**src/mcu_pwr_params.svh**
```systemverilog
// ============================================================
// sizing constants for the power sequencer
// domain count, step settling wait, acknowledge sync depth
// ============================================================

`ifndef MCU_PWR_PARAMS_SVH
`define MCU_PWR_PARAMS_SVH

// domain 0 cpu, 1 peripherals, 2 and 3 external
`define MCU_PWR_NUM_DOMAINS 4
`define MCU_PWR_CPU_DOMAIN 0

// settling cycles after each control step
`define MCU_PWR_STEP_CYCLES 4

// flops on the switch acknowledge path
`define MCU_PWR_SYNC_STAGES 2

`endif

```
**src/mcu_pwr_pkg.sv**
```systemverilog
// ============================================================
// power step and sequencer state types, interrupt word union
// ============================================================

`default_nettype none

package mcu_pwr_pkg;

  typedef enum logic [1:0] {
    STEP_CLKGATE = 2'd0,
    STEP_ISO     = 2'd1,
    STEP_RST     = 2'd2,
    STEP_SWITCH  = 2'd3
  } pwr_step_e;

  typedef enum logic [3:0] {
    SEQ_IDLE         = 4'd0,
    SEQ_GATE_CLK     = 4'd1,
    SEQ_ISOLATE      = 4'd2,
    SEQ_ASSERT_RST   = 4'd3,
    SEQ_SWITCH_OFF   = 4'd4,
    SEQ_WAIT_OFF_ACK = 4'd5,
    SEQ_SWITCH_ON    = 4'd6,
    SEQ_WAIT_ON_ACK  = 4'd7,
    SEQ_RELEASE_ISO  = 4'd8,
    SEQ_RELEASE_RST  = 4'd9,
    SEQ_UNGATE_CLK   = 4'd10
  } seq_state_e;

  // fast field, bit 14 down to 0:
  // zero, gpio 7..0, spi flash, spi, dma done, timer 3, timer 2, timer 1
  typedef struct packed {
    logic        zero_31;
    logic [14:0] fast;
    logic [3:0]  zero_15_12;
    logic        external;
    logic [2:0]  zero_10_8;
    logic        timer0;
    logic [2:0]  zero_6_4;
    logic        software;
    logic [2:0]  zero_2_0;
  } irq_fields_t;

  typedef union packed {
    logic [31:0] raw;
    irq_fields_t fields;
  } irq_word_u;

endpackage

`default_nettype wire

```
**src/irq_vector.sv**
```systemverilog
// ============================================================
// core interrupt word packing and registered wake level
// ============================================================

`timescale 1ns/1ps
`default_nettype none

module irq_vector
  import mcu_pwr_pkg::*;
(
  input  logic        clk_i,
  input  logic        reset_i,
  input  logic        irq_software_i,
  input  logic        irq_external_i,
  input  logic [3:0]  timer_intr_i,
  input  logic [7:0]  gpio_intr_i,
  input  logic        spi_flash_intr_i,
  input  logic        spi_intr_i,
  input  logic        dma_done_intr_i,
  output logic [31:0] irq_o,
  output logic        wake_o
);

  irq_word_u irq_w;
  logic      wake_q;

  always_comb begin
    irq_w = '0;
    irq_w.fields.software = irq_software_i;
    irq_w.fields.timer0 = timer_intr_i[0];
    irq_w.fields.external = irq_external_i;
    irq_w.fields.fast = {
      1'b0,
      gpio_intr_i,
      spi_flash_intr_i,
      spi_intr_i,
      dma_done_intr_i,
      timer_intr_i[3],
      timer_intr_i[2],
      timer_intr_i[1]
    };
  end

  assign irq_o = irq_w.raw;

  // any pending source wakes the cpu domain
  always_ff @(posedge clk_i) begin
    if (reset_i) wake_q <= 1'b0;
    else wake_q <= |irq_w.raw;
  end

  assign wake_o = wake_q;

endmodule

`default_nettype wire

```
**src/ack_sync.sv**
```systemverilog
// ============================================================
// switch acknowledge synchronizer and expected level compare
// ============================================================

`timescale 1ns/1ps
`default_nettype none

`include "mcu_pwr_params.svh"

module ack_sync (
  input  logic                                    clk_i,
  input  logic                                    reset_i,
  input  logic [`MCU_PWR_NUM_DOMAINS-1:0]         pwrgate_ack_ni,
  input  logic [$clog2(`MCU_PWR_NUM_DOMAINS)-1:0] domain_i,
  input  logic                                    expect_i,
  output logic                                    ack_match_o
);

  // stage 0 samples the pins, last stage is safe to use
  logic [`MCU_PWR_SYNC_STAGES-1:0][`MCU_PWR_NUM_DOMAINS-1:0] sync_q;
  logic                                                       ack_sel;

  // all switches closed out of reset, so acknowledges read low
  always_ff @(posedge clk_i) begin
    if (reset_i) begin
      sync_q <= '0;
    end else begin
      sync_q <= {sync_q[`MCU_PWR_SYNC_STAGES-2:0], pwrgate_ack_ni};
    end
  end

  assign ack_sel = sync_q[`MCU_PWR_SYNC_STAGES-1][domain_i];
  assign ack_match_o = (ack_sel == expect_i);

endmodule

`default_nettype wire

```
**src/step_timer.sv**
```systemverilog
// ============================================================
// settling wait counter between sequencing steps
// ============================================================

`timescale 1ns/1ps
`default_nettype none

`include "mcu_pwr_params.svh"

module step_timer (
  input  logic clk_i,
  input  logic reset_i,
  input  logic start_i,
  output logic done_o
);

  logic [$clog2(`MCU_PWR_STEP_CYCLES+1)-1:0] cnt_q;

  always_ff @(posedge clk_i) begin
    if (reset_i) begin
      cnt_q <= '0;
    end else if (start_i) begin
      cnt_q <= ($clog2(`MCU_PWR_STEP_CYCLES+1))'(`MCU_PWR_STEP_CYCLES);
    end else if (cnt_q != '0) begin
      cnt_q <= cnt_q - 1'b1;
    end
  end

  // high in the last counted cycle only
  assign done_o = (cnt_q == 1);

endmodule

`default_nettype wire

```
**src/domain_ctrl_regs.sv**
```systemverilog
// ============================================================
// active-low power controls of all gated domains
// clock gate, isolation, reset and switch registers
// ============================================================

`timescale 1ns/1ps
`default_nettype none

`include "mcu_pwr_params.svh"

module domain_ctrl_regs
  import mcu_pwr_pkg::*;
(
  input  logic                                    clk_i,
  input  logic                                    reset_i,
  input  logic                                    step_valid_i,
  input  pwr_step_e                               step_kind_i,
  input  logic                                    step_value_i,
  input  logic [$clog2(`MCU_PWR_NUM_DOMAINS)-1:0] domain_i,
  output logic [`MCU_PWR_NUM_DOMAINS-1:0]         pwrgate_switch_no,
  output logic [`MCU_PWR_NUM_DOMAINS-1:0]         iso_no,
  output logic [`MCU_PWR_NUM_DOMAINS-1:0]         rst_no,
  output logic [`MCU_PWR_NUM_DOMAINS-1:0]         clkgate_en_no
);

  logic [`MCU_PWR_NUM_DOMAINS-1:0] switch_nq;
  logic [`MCU_PWR_NUM_DOMAINS-1:0] iso_nq;
  logic [`MCU_PWR_NUM_DOMAINS-1:0] rst_nq;
  logic [`MCU_PWR_NUM_DOMAINS-1:0] clkgate_nq;

  // every domain powered and running out of reset
  always_ff @(posedge clk_i) begin
    if (reset_i) begin
      switch_nq <= '0;
      iso_nq <= '1;
      rst_nq <= '1;
      clkgate_nq <= '1;
    end else if (step_valid_i) begin
      case (step_kind_i)
        STEP_CLKGATE: clkgate_nq[domain_i] <= step_value_i;
        STEP_ISO:     iso_nq[domain_i] <= step_value_i;
        STEP_RST:     rst_nq[domain_i] <= step_value_i;
        STEP_SWITCH:  switch_nq[domain_i] <= step_value_i;
        default:      ;
      endcase
    end
  end

  assign pwrgate_switch_no = switch_nq;
  assign iso_no = iso_nq;
  assign rst_no = rst_nq;
  assign clkgate_en_no = clkgate_nq;

endmodule

`default_nettype wire

```
**src/power_seq_ctrl.sv**
```systemverilog
// ============================================================
// power sequencer FSM, one domain at a time
// request acceptance, step commands and cpu auto wake
// ============================================================

`timescale 1ns/1ps
`default_nettype none

`include "mcu_pwr_params.svh"

module power_seq_ctrl
  import mcu_pwr_pkg::*;
(
  input  logic                                    clk_i,
  input  logic                                    reset_i,
  input  logic                                    pwr_down_i,
  input  logic                                    pwr_up_i,
  input  logic [$clog2(`MCU_PWR_NUM_DOMAINS)-1:0] pwr_domain_i,
  input  logic                                    core_sleep_i,
  input  logic                                    wake_i,
  input  logic                                    timer_done_i,
  input  logic                                    ack_match_i,
  output logic                                    step_valid_o,
  output pwr_step_e                               step_kind_o,
  output logic                                    step_value_o,
  output logic [$clog2(`MCU_PWR_NUM_DOMAINS)-1:0] domain_o,
  output logic                                    timer_start_o,
  output logic                                    ack_expect_o
);

  seq_state_e                              state_q, state_d;
  logic [$clog2(`MCU_PWR_NUM_DOMAINS)-1:0] dom_q, dom_d;
  logic [`MCU_PWR_NUM_DOMAINS-1:0]         dom_on_q;
  logic                                    enter_step;
  logic                                    cpu_wake;
  logic                                    down_ok;
  logic                                    up_ok;

  assign cpu_wake = wake_i && !dom_on_q[`MCU_PWR_CPU_DOMAIN];
  // cpu may only go down while the core sleeps
  assign down_ok = pwr_down_i && dom_on_q[pwr_domain_i] &&
                   (core_sleep_i || pwr_domain_i != `MCU_PWR_CPU_DOMAIN);
  assign up_ok = pwr_up_i && !dom_on_q[pwr_domain_i];

  always_comb begin
    state_d = state_q;
    dom_d = dom_q;
    case (state_q)
      SEQ_IDLE: begin
        if (cpu_wake) begin
          state_d = SEQ_SWITCH_ON;
          dom_d = ($clog2(`MCU_PWR_NUM_DOMAINS))'(`MCU_PWR_CPU_DOMAIN);
        end else if (down_ok) begin
          state_d = SEQ_GATE_CLK;
          dom_d = pwr_domain_i;
        end else if (up_ok) begin
          state_d = SEQ_SWITCH_ON;
          dom_d = pwr_domain_i;
        end
      end
      SEQ_GATE_CLK:     if (timer_done_i) state_d = SEQ_ISOLATE;
      SEQ_ISOLATE:      if (timer_done_i) state_d = SEQ_ASSERT_RST;
      SEQ_ASSERT_RST:   if (timer_done_i) state_d = SEQ_SWITCH_OFF;
      SEQ_SWITCH_OFF:   if (timer_done_i) state_d = SEQ_WAIT_OFF_ACK;
      SEQ_WAIT_OFF_ACK: if (ack_match_i) state_d = SEQ_IDLE;
      SEQ_SWITCH_ON:    if (timer_done_i) state_d = SEQ_WAIT_ON_ACK;
      SEQ_WAIT_ON_ACK:  if (ack_match_i) state_d = SEQ_RELEASE_ISO;
      SEQ_RELEASE_ISO:  if (timer_done_i) state_d = SEQ_RELEASE_RST;
      SEQ_RELEASE_RST:  if (timer_done_i) state_d = SEQ_UNGATE_CLK;
      SEQ_UNGATE_CLK:   if (timer_done_i) state_d = SEQ_IDLE;
      default:          state_d = SEQ_IDLE;
    endcase
  end

  // one command on the transition into each step state
  assign enter_step = (state_d != state_q) &&
                      !(state_d inside {SEQ_IDLE, SEQ_WAIT_OFF_ACK, SEQ_WAIT_ON_ACK});

  always_ff @(posedge clk_i) begin
    if (reset_i) begin
      state_q <= SEQ_IDLE;
      dom_q <= '0;
      dom_on_q <= '1;
    end else begin
      state_q <= state_d;
      dom_q <= dom_d;
      if (state_q == SEQ_WAIT_OFF_ACK && ack_match_i) dom_on_q[dom_q] <= 1'b0;
      if (state_q == SEQ_UNGATE_CLK && timer_done_i) dom_on_q[dom_q] <= 1'b1;
    end
  end

  always_comb begin
    step_kind_o = STEP_CLKGATE;
    step_value_o = 1'b0;
    case (state_d)
      SEQ_ISOLATE:     step_kind_o = STEP_ISO;
      SEQ_ASSERT_RST:  step_kind_o = STEP_RST;
      SEQ_SWITCH_OFF: begin
        step_kind_o = STEP_SWITCH;
        step_value_o = 1'b1;
      end
      SEQ_SWITCH_ON:   step_kind_o = STEP_SWITCH;
      SEQ_RELEASE_ISO: begin
        step_kind_o = STEP_ISO;
        step_value_o = 1'b1;
      end
      SEQ_RELEASE_RST: begin
        step_kind_o = STEP_RST;
        step_value_o = 1'b1;
      end
      SEQ_UNGATE_CLK:  step_value_o = 1'b1;
      default:         ;
    endcase
  end

  assign step_valid_o = enter_step;
  assign timer_start_o = enter_step;
  assign domain_o = dom_d;
  // switch open reads back as a high acknowledge
  assign ack_expect_o = (state_q == SEQ_WAIT_OFF_ACK);

endmodule

`default_nettype wire

```
**src/mcu_power_top.sv**
```systemverilog
// ============================================================
// power control and interrupt assembly top level
// ============================================================

`timescale 1ns/1ps
`default_nettype none

`include "mcu_pwr_params.svh"

module mcu_power_top
  import mcu_pwr_pkg::*;
(
  input  logic                                    clk_i,
  input  logic                                    reset_i,
  input  logic                                    core_sleep_i,
  input  logic                                    pwr_down_i,
  input  logic                                    pwr_up_i,
  input  logic [$clog2(`MCU_PWR_NUM_DOMAINS)-1:0] pwr_domain_i,
  input  logic                                    irq_software_i,
  input  logic                                    irq_external_i,
  input  logic [3:0]                              timer_intr_i,
  input  logic [7:0]                              gpio_intr_i,
  input  logic                                    spi_flash_intr_i,
  input  logic                                    spi_intr_i,
  input  logic                                    dma_done_intr_i,
  input  logic [`MCU_PWR_NUM_DOMAINS-1:0]         pwrgate_ack_ni,
  output logic [31:0]                             irq_o,
  output logic [`MCU_PWR_NUM_DOMAINS-1:0]         pwrgate_switch_no,
  output logic [`MCU_PWR_NUM_DOMAINS-1:0]         iso_no,
  output logic [`MCU_PWR_NUM_DOMAINS-1:0]         rst_no,
  output logic [`MCU_PWR_NUM_DOMAINS-1:0]         clkgate_en_no
);

  logic                                    wake;
  logic                                    step_valid;
  pwr_step_e                               step_kind;
  logic                                    step_value;
  logic [$clog2(`MCU_PWR_NUM_DOMAINS)-1:0] seq_domain;
  logic                                    timer_start;
  logic                                    timer_done;
  logic                                    ack_expect;
  logic                                    ack_match;

  irq_vector i_irq_vector (
    .clk_i,
    .reset_i,
    .irq_software_i,
    .irq_external_i,
    .timer_intr_i,
    .gpio_intr_i,
    .spi_flash_intr_i,
    .spi_intr_i,
    .dma_done_intr_i,
    .irq_o,
    .wake_o(wake)
  );

  power_seq_ctrl i_power_seq_ctrl (
    .clk_i,
    .reset_i,
    .pwr_down_i,
    .pwr_up_i,
    .pwr_domain_i,
    .core_sleep_i,
    .wake_i(wake),
    .timer_done_i(timer_done),
    .ack_match_i(ack_match),
    .step_valid_o(step_valid),
    .step_kind_o(step_kind),
    .step_value_o(step_value),
    .domain_o(seq_domain),
    .timer_start_o(timer_start),
    .ack_expect_o(ack_expect)
  );

  step_timer i_step_timer (
    .clk_i,
    .reset_i,
    .start_i(timer_start),
    .done_o(timer_done)
  );

  ack_sync i_ack_sync (
    .clk_i,
    .reset_i,
    .pwrgate_ack_ni,
    .domain_i(seq_domain),
    .expect_i(ack_expect),
    .ack_match_o(ack_match)
  );

  domain_ctrl_regs i_domain_ctrl_regs (
    .clk_i,
    .reset_i,
    .step_valid_i(step_valid),
    .step_kind_i(step_kind),
    .step_value_i(step_value),
    .domain_i(seq_domain),
    .pwrgate_switch_no,
    .iso_no,
    .rst_no,
    .clkgate_en_no
  );

endmodule

`default_nettype wire

```
**config.mk**
```make
export PLATFORM = sky130hd
export DESIGN_NAME = mcu_power_top
export DESIGN_NICKNAME = d
export VERILOG_FILES = /design/src/mcu_pwr_pkg.sv /design/src/irq_vector.sv /design/src/ack_sync.sv /design/src/step_timer.sv /design/src/domain_ctrl_regs.sv /design/src/power_seq_ctrl.sv /design/src/mcu_power_top.sv
export VERILOG_INCLUDE_DIRS = /design/src
export SDC_FILE = /design/constraint.sdc
export NUM_CORES = 1
export LEC_CHECK = 0
export BUFFER_PORTS_ARGS = -buffer_cell sky130_fd_sc_hd__buf_2
export CAP_MARGIN = 20
export CORE_MARGIN = 3
export CORE_UTILIZATION = 40
export DETAILED_ROUTE_END_ITERATION = 8
export PLACE_DENSITY = 0.66
export SLEW_MARGIN = 20
export SYNTH_ARGS = -nofsm -noshare
export SYNTH_HDL_FRONTEND = slang
export SYNTH_SLANG_ARGS = --single-unit
export TNS_END_PERCENT = 10
```
**constraint.sdc**
```tcl
create_clock -name clk_i -period 10 [get_ports clk_i]
set_input_delay 2.5 -clock clk_i [delete_from_list [all_inputs] [get_ports clk_i]]
set_output_delay 2.5 -clock clk_i [all_outputs]
set_load 0.01 [all_outputs]
```
# Word level (Yosys, flattened, before mapping)
# Cells that the tools add are included.
[op_classes]
bitwise_logic = 3
n_lt_le_gt_ge = 5
add_sub_neg = 1
n_eq_ne = 25
n_mux = 37
reduce_logical = 30
[op_table]
columns = ["operator", "count"]
rows = [
  ["two-way mux 4 bit", 16],
  ["one-hot mux 4 bit (11 select lines)", 1],
  ["equality test 4 x 3 -> 1 bit, second input constant", 8],
  ["equality test 4 bit, second input constant", 6],
  ["OR reduction 17 bit", 1],
  ["bitwise mux 4 bit", 4],
  ["equality test 4 x 2 -> 1 bit, second input constant", 4],
  ["logical AND 1 bit", 9],
  ["less-than comparator 2 x 3 -> 1 bit, second input constant", 3],
  ["zero test 4 bit", 2],
  ["two-way mux 2 bit", 4],
  ["AND reduction 2 bit", 4],
  ["OR reduction 2 bit", 4],
  ["two-way mux 3 bit", 2],
  ["one-hot mux 2 bit (3 select lines)", 1],
  ["nonzero test 3 bit", 2],
  ["two-way mux 1 bit", 5],
  ["bitwise AND 4 bit", 1],
  ["binary-select mux 1 bit (select 2 bit)", 2],
  ["demux 1 bit (select 2 bit)", 2],
  ["equality test 2 bit, second input constant", 2],
  ["equality test 4 x 1 -> 1 bit, second input constant", 1],
  [">= comparator 2 x 1 -> 1 bit, second input constant", 2],
  ["inequality test 4 bit", 1],
  ["11 further kinds", 14],
]
[word_totals]
input_bits = 28
out_inout_bits = 48
regBits = 38

# Longest topological paths before layout
[logic_depth]
word_depth = 18
ltp_mapped = 16
depth_no_buf = 15

# By module
# A second synthesis with hierarchy kept.
[unflattened]
hier_cells = 265
area_unflattened_um2 = 2268.4
[by_module_without_submodules]
columns = ["mod", "seq_area_each_um2", "cells_each", "area_per_inst_um2", "n_inst"]
rows = [
  ["power_seq_ctrl", 200.2, 110, 820.8, 1],
  ["domain_ctrl_regs", 320.3, 78, 714.4, 1],
  ["irq_vector", 20.0, 41, 311.5, 1],
  ["ack_sync", 160.2, 18, 241.5, 1],
  ["step_timer", 60.1, 18, 180.2, 1],
]

# Worst setup path before layout
# No wires, ideal clock.
[synth_path]
path_kind = "input port to flip-flop"
start = "input pwr_domain_i[0]"
end = "register i_step_timer.cnt_q[2]"
slack_ps = 4068
path_buffers = 1
stages = 16
setup_ps = 59
arrival_time_ps = 5873
cell_sequence = "clkbuf_2 -> mux4_2 -> nor2b_2 -> or3_4 -> o211a_4 -> a311oi_2 -> a22oi_1 -> o21ai_0 -> ha_1 -> nor2b_1 -> o21ai_0 -> o211ai_1 -> nand2_1 -> mux2_2 -> a221oi_1 -> o21a_1"
[synth_via]
elab_chain_cells = 18
word_cells_on_any_way = 30
[synth_rtl]
columns = ["item", "line", "rtl"]
rows = [
  ["start, declared", "mcu_power_top.sv:18", "input logic [$clog2(`MCU_PWR_NUM_DOMAINS)-1:0] pwr_domain_i,"],
  ["binary-select mux 1 bit (select 2 bit)", "power_seq_ctrl.sv:41, power_seq_ctrl.sv:43", ""],
  ["two-way mux 1 bit (implied by the code)", "power_seq_ctrl.sv:41, power_seq_ctrl.sv:43", ""],
  ["zero test 1 bit", "power_seq_ctrl.sv:43", "assign up_ok = pwr_up_i && !dom_on_q[pwr_domain_i];"],
  ["logical AND 1 bit", "power_seq_ctrl.sv:43", ""],
  ["two-way mux 2 bit", "power_seq_ctrl.sv:56", "end else if (up_ok) begin"],
  ["two-way mux 2 bit", "power_seq_ctrl.sv:53", "end else if (down_ok) begin"],
  ["two-way mux 2 bit", "power_seq_ctrl.sv:50", "if (cpu_wake) begin"],
  ["two-way mux 2 bit", "power_seq_ctrl.sv:48", "case (state_q)"],
  ["[... 2 more ...]", "--", ""],
  ["equality test 1 bit", "ack_sync.sv:33", "assign ack_match_o = (ack_sel == expect_i);"],
  ["two-way mux 4 bit (on tied branches)", "power_seq_ctrl.sv:67, power_seq_ctrl.sv:65", ""],
  ["one-hot mux 4 bit (11 select lines) (*)", "power_seq_ctrl.sv:48", ""],
  ["equality test 4 x 3 -> 1 bit or zero test 4 bit (tied branches)", "power_seq_ctrl.sv:77", "!(state_d inside {SEQ_IDLE, SEQ_WAIT_OFF_ACK, SEQ_WAIT_ON_ACK});"],
  ["nonzero test 3 bit", "power_seq_ctrl.sv:77", ""],
  ["zero test 1 bit", "power_seq_ctrl.sv:77", ""],
  ["logical AND 1 bit (*)", "power_seq_ctrl.sv:76", "assign enter_step = (state_d != state_q) &&"],
  ["two-way mux 3 bit or nonzero test 2 bit (tied branches)", "--", ""],
  ["end signal, assigned", "step_timer.sv:23", "cnt_q <= ($clog2(`MCU_PWR_STEP_CYCLES+1))'(`MCU_PWR_STEP_CYCLES);"],
  ["end signal, assigned", "step_timer.sv:25", "cnt_q <= cnt_q - 1'b1;"],
  ["end, declared", "step_timer.sv:17", "logic [$clog2(`MCU_PWR_STEP_CYCLES+1)-1:0] cnt_q;"],
]
# Every way passes the cells marked *; elsewhere a longest branch is shown, timed or not. The select of a mux whose other input is x is not followed.
# A chain may end at the register's enable or synchronous reset.

# Worst setup path in the final report
[layout_path]
start = "input pwr_domain_i[1]"
end = "register i_step_timer.cnt_q[2]"
# Same word-level chain as after synthesis.

==> impl_results.md <==
- Run status: finished, final reports clean
- Clk network pwr share: 28.4%
- Via count: 1889
- Switching power: 204.2 uW
- First-pass GRT wire length: 8024 um
- Fin worst setup slack: 3.861 ns
- Sequential fraction of the synthesis area: 34.72%
- Mapped Avg Cell Area: 8.459 um2
- Ys flop type: dfxtp_1
- Critical path arrival: 6.38 ns
- Finish-stage setup viols: 0
- Syn Inst Count: 259
- Tot Pwr: 554.6 uW
- Distinct cells, synth: 53
- Cell count of the worst reg-to-reg path: 15
- Worst Path Required: 10.24 ns
- Max Cap Viol: 0
- Pleak: 0.9854 nW
- Total gr overflow: 0
- Die X: 80.01 um
- Fillcell total: 498
- Worst R2R End: i_step_timer.cnt_q[2]
- Layout area overhead: 13.36%
- Total core area: 5205 um2
- Reg-to-reg slack, setup: 5.69 ns
- Vias in the first global route: 1743
- Layout cell share with drive strength beyond 1: 26.51%
- Setup bufs post-CTS: 0
- Fin crit period: 6.139 ns
- Place WS: 3.568 ns
- Top Usage Layer GRT: met2
- CP Launch Type: input pin
- Nature of the critical path endpoint: register
- Vias per inst: 5.133
- DR DRC count: 0
- Final hold violations: 0
- Met1 usage: 22.11%
- Post-DP HPWL: 3685 um
- Cts bufs inserted: 5
- Hold Crit Class: register to register
- Multi-input logic area: 1175 um2
- # port buffers: 60
- Power Density: 223.3 nW/um2
- Worst setup startpoint: pwr_domain_i[1]
- Max IR drop VDD: 125.5 uV
- Switch share: 36.82%
- RSZ-0062 raised after global routing: false
- Worst-Margin Slew: 0.6953 ns
- CTS Hold Buffers Added: 0
- Yosys reg bits: 38
- Clk sink count: 38
- Max Transition Viols Final: 0
- Drt wl/cell: 13.37 um
- CTS tree: yes
- Synth warnings: 0
- Crit path kind: input pin to register
- Slew HR: 53.65%
- Post-CTS Resized: 0
- CTS H-Tree Depth: 2
- Internal power: 350.4 uW
- FMAX: 162.9 MHz
- Fin nets: 329
- Final WL: 4921 um
- Final Core Density: 47.72%
- FF/Latch Area: 760.7 um2
- Sequential power share: 35.0%
- Met3 Use GR: 4.515%
- Hold WS: 0.4435 ns
- Setup_tns: 0 ns
- Post-synth EDFFs: 0
- GPL Wtd Cong: 0.8558
- Initial antenna violation count: 0
- FF-to-FF Start: i_power_seq_ctrl.state_q[1]
- Largest net degree at the start of global routing: 41
- Die area: 6401 um2
- Clock Latency Late Sink: 0.29 ns
- CP endpoint: i_step_timer.cnt_q[2]
- Final ANT Viol Nets: 0
- Total GRT Usage: 15.92%
- N_diodes: 0
- First DRT Iteration DRCs: 128
- Worst-path fanout max: 8
- DRT Pass-1 Iters: 4
- Skew final: 0.003365 ns
- Final worst path period share: 61.39%
- Met2 Track Usage GR: 24.17%
- I/O pins: 76
- Gate power share: 36.6%
- Cell area after synthesis: 2191 um2
- CTS root buf: clkbuf_8
- Row count: 26
- Die Y: 80.01 um
- Clock-pin slew on the worst setup and hold paths: 0.08 ns
- Async S/R FF share, synth: 0%
- Max Buffers Root-to-Sink: 2
- Initial Util: 42.09%
stage by stage:
step	cell area, um2	cells
floorplan	2243	273
global placement	2346	360
detailed placement	2346	360
CTS	2484	368
global route	2484	368
finish	2484	368
state kept, by name (all words and copies together) (netlist names):
register                              count
i_domain_ctrl_regs.iso_no                 4
i_step_timer.cnt_q                        3
i_power_seq_ctrl.dom_q                    2
i_irq_vector.wake_o                       1
i_ack_sync.sync_q                         8
i_domain_ctrl_regs.rst_no                 4
i_domain_ctrl_regs.clkgate_en_no          4
i_power_seq_ctrl.state_q                  4
i_domain_ctrl_regs.pwrgate_switch_no      4
i_power_seq_ctrl.dom_on_q                 4
synth_stat cells (all sizes together) (2+ instances only):
library cell / n / share of area (%)
dfxtp: 38 / 35
buf: 37 / 12
nor2: 22 / 3.8
nand2: 17 / 2.9
o21ai: 17 / 3.9
a21oi: 15 / 3.4
nor2b: 12 / 3.5
o22ai: 7 / 2.0
clkbuf: 6 / 1.1
inv: 6 / 1.0
nor3: 6 / 1.4
nor4: 6 / 2.0
a221o: 5 / 2.3
nand2b: 5 / 1.4
a211oi: 4 / 1.4
and2: 4 / 1.1
ha: 4 / 2.3
nand3b: 4 / 1.4
nand3: 3 / 0.69
nor3b: 3 / 1.0
nor4b: 3 / 1.5
a221oi: 2 / 0.80
a311oi: 2 / 1.4
and3: 2 / 0.57
mux2: 2 / 1.0
mux2i: 2 / 0.91
nand4: 2 / 0.57
o211ai: 2 / 0.69
o31ai: 2 / 0.69
xnor2: 2 / 0.80
metal layers:
layer,vias to the layer above,share of wire [%]
met2,59,47
met3,2,6.1
met1,866,46
met5,-,0
met4,0,0.51
li1,962,-
cells by family after synthesis:
kind of cell / synth area share [%]
AOI/OAI and AO/OA: 21.47
xor gates and xnor gates: 1.200
adders and majority gates: 2.285
buffers and inverters: 14.05
DFF: 34.72
muxes: 2.970
other: 0.1712
and+or+nand+nor: 23.13
worst max-delay path, stage by stage:
cell and delay (ns):
buf_2 0.13, mux4_2 0.51, nor2b_2 0.24, nor3_1 0.12
a311oi_2 0.49, and2_1 0.29, a22oi_1 0.09, o21ai_0 0.11
ha_1 0.26, nor2b_1 0.18, o21ai_0 0.11, o211ai_1 0.14
nand2_1 0.18, mux2_2 0.37, a221oi_1 0.46, o21a_1 0.19
worst min-delay path by stage:
stage / startpoint / to / slack (ns) / cells after the start
global route: i_ack_sync.sync_q[0] / i_ack_sync.sync_q[4] / 0.46 / 1
detailed placement: i_ack_sync.sync_q[1] / i_ack_sync.sync_q[5] / 0.43 / 1
floorplan: i_ack_sync.sync_q[0] / i_ack_sync.sync_q[4] / 0.41 / 1
finish: i_ack_sync.sync_q[2] / i_ack_sync.sync_q[6] / 0.44 / 1
CTS: i_ack_sync.sync_q[1] / i_ack_sync.sync_q[5] / 0.45 / 1
global placement: i_ack_sync.sync_q[2] / i_ack_sync.sync_q[6] / 0.42 / 1
power groups by stage:
stage	Combinational, mW	Sequential [mW]	Clock (mW)
after floorplan	0.178	0.182	0
after global placement	0.199	0.197	0
after detailed placement	0.201	0.197	0
after CTS	0.202	0.193	0.161
after global routing	0.228	0.198	0.167
final	0.203	0.194	0.157
cells in the final DEF (no fill, tap or decap), types with 2 or more instances in the layout:
| cell | instances |
|---|---|
| ha_1 | 4 |
| mux2i_1 | 2 |
| clkbuf_8 | 5 |
| o21ai_0 | 17 |
| conb_1 | 15 |
| dfxtp_1 | 38 |
| a211oi_1 | 4 |
| inv_1 | 6 |
| bufinv_16 | 2 |
| nor3b_1 | 3 |
| o22ai_1 | 7 |
| xnor2_1 | 2 |
| nand4_1 | 2 |
| nor4b_1 | 2 |
| nand2_1 | 17 |
| o31ai_1 | 2 |
| nand3_1 | 3 |
| nor2b_1 | 11 |
| nand2b_1 | 5 |
| buf_2 | 60 |
| a311oi_2 | 2 |
| nor2_1 | 22 |
| mux2_2 | 2 |
| nor4_1 | 5 |
| nor3_1 | 6 |
| nand3b_1 | 4 |
| and2_1 | 4 |
| a221oi_1 | 2 |
| a21oi_1 | 15 |
| o211ai_1 | 2 |
| a221o_1 | 5 |
| and3_1 | 2 |
layout make-up:
class                   count  share of cell area [%]
flip-flops and latches     38                   30.63
clock inverters             3                   2.771
inverters                   6                  0.9068
multi-input cells         186                   47.30
repair buffers             60                   12.09
well taps                  70                   3.526
clock buffers               5                   2.771
(Power assumes the default switching activity.)
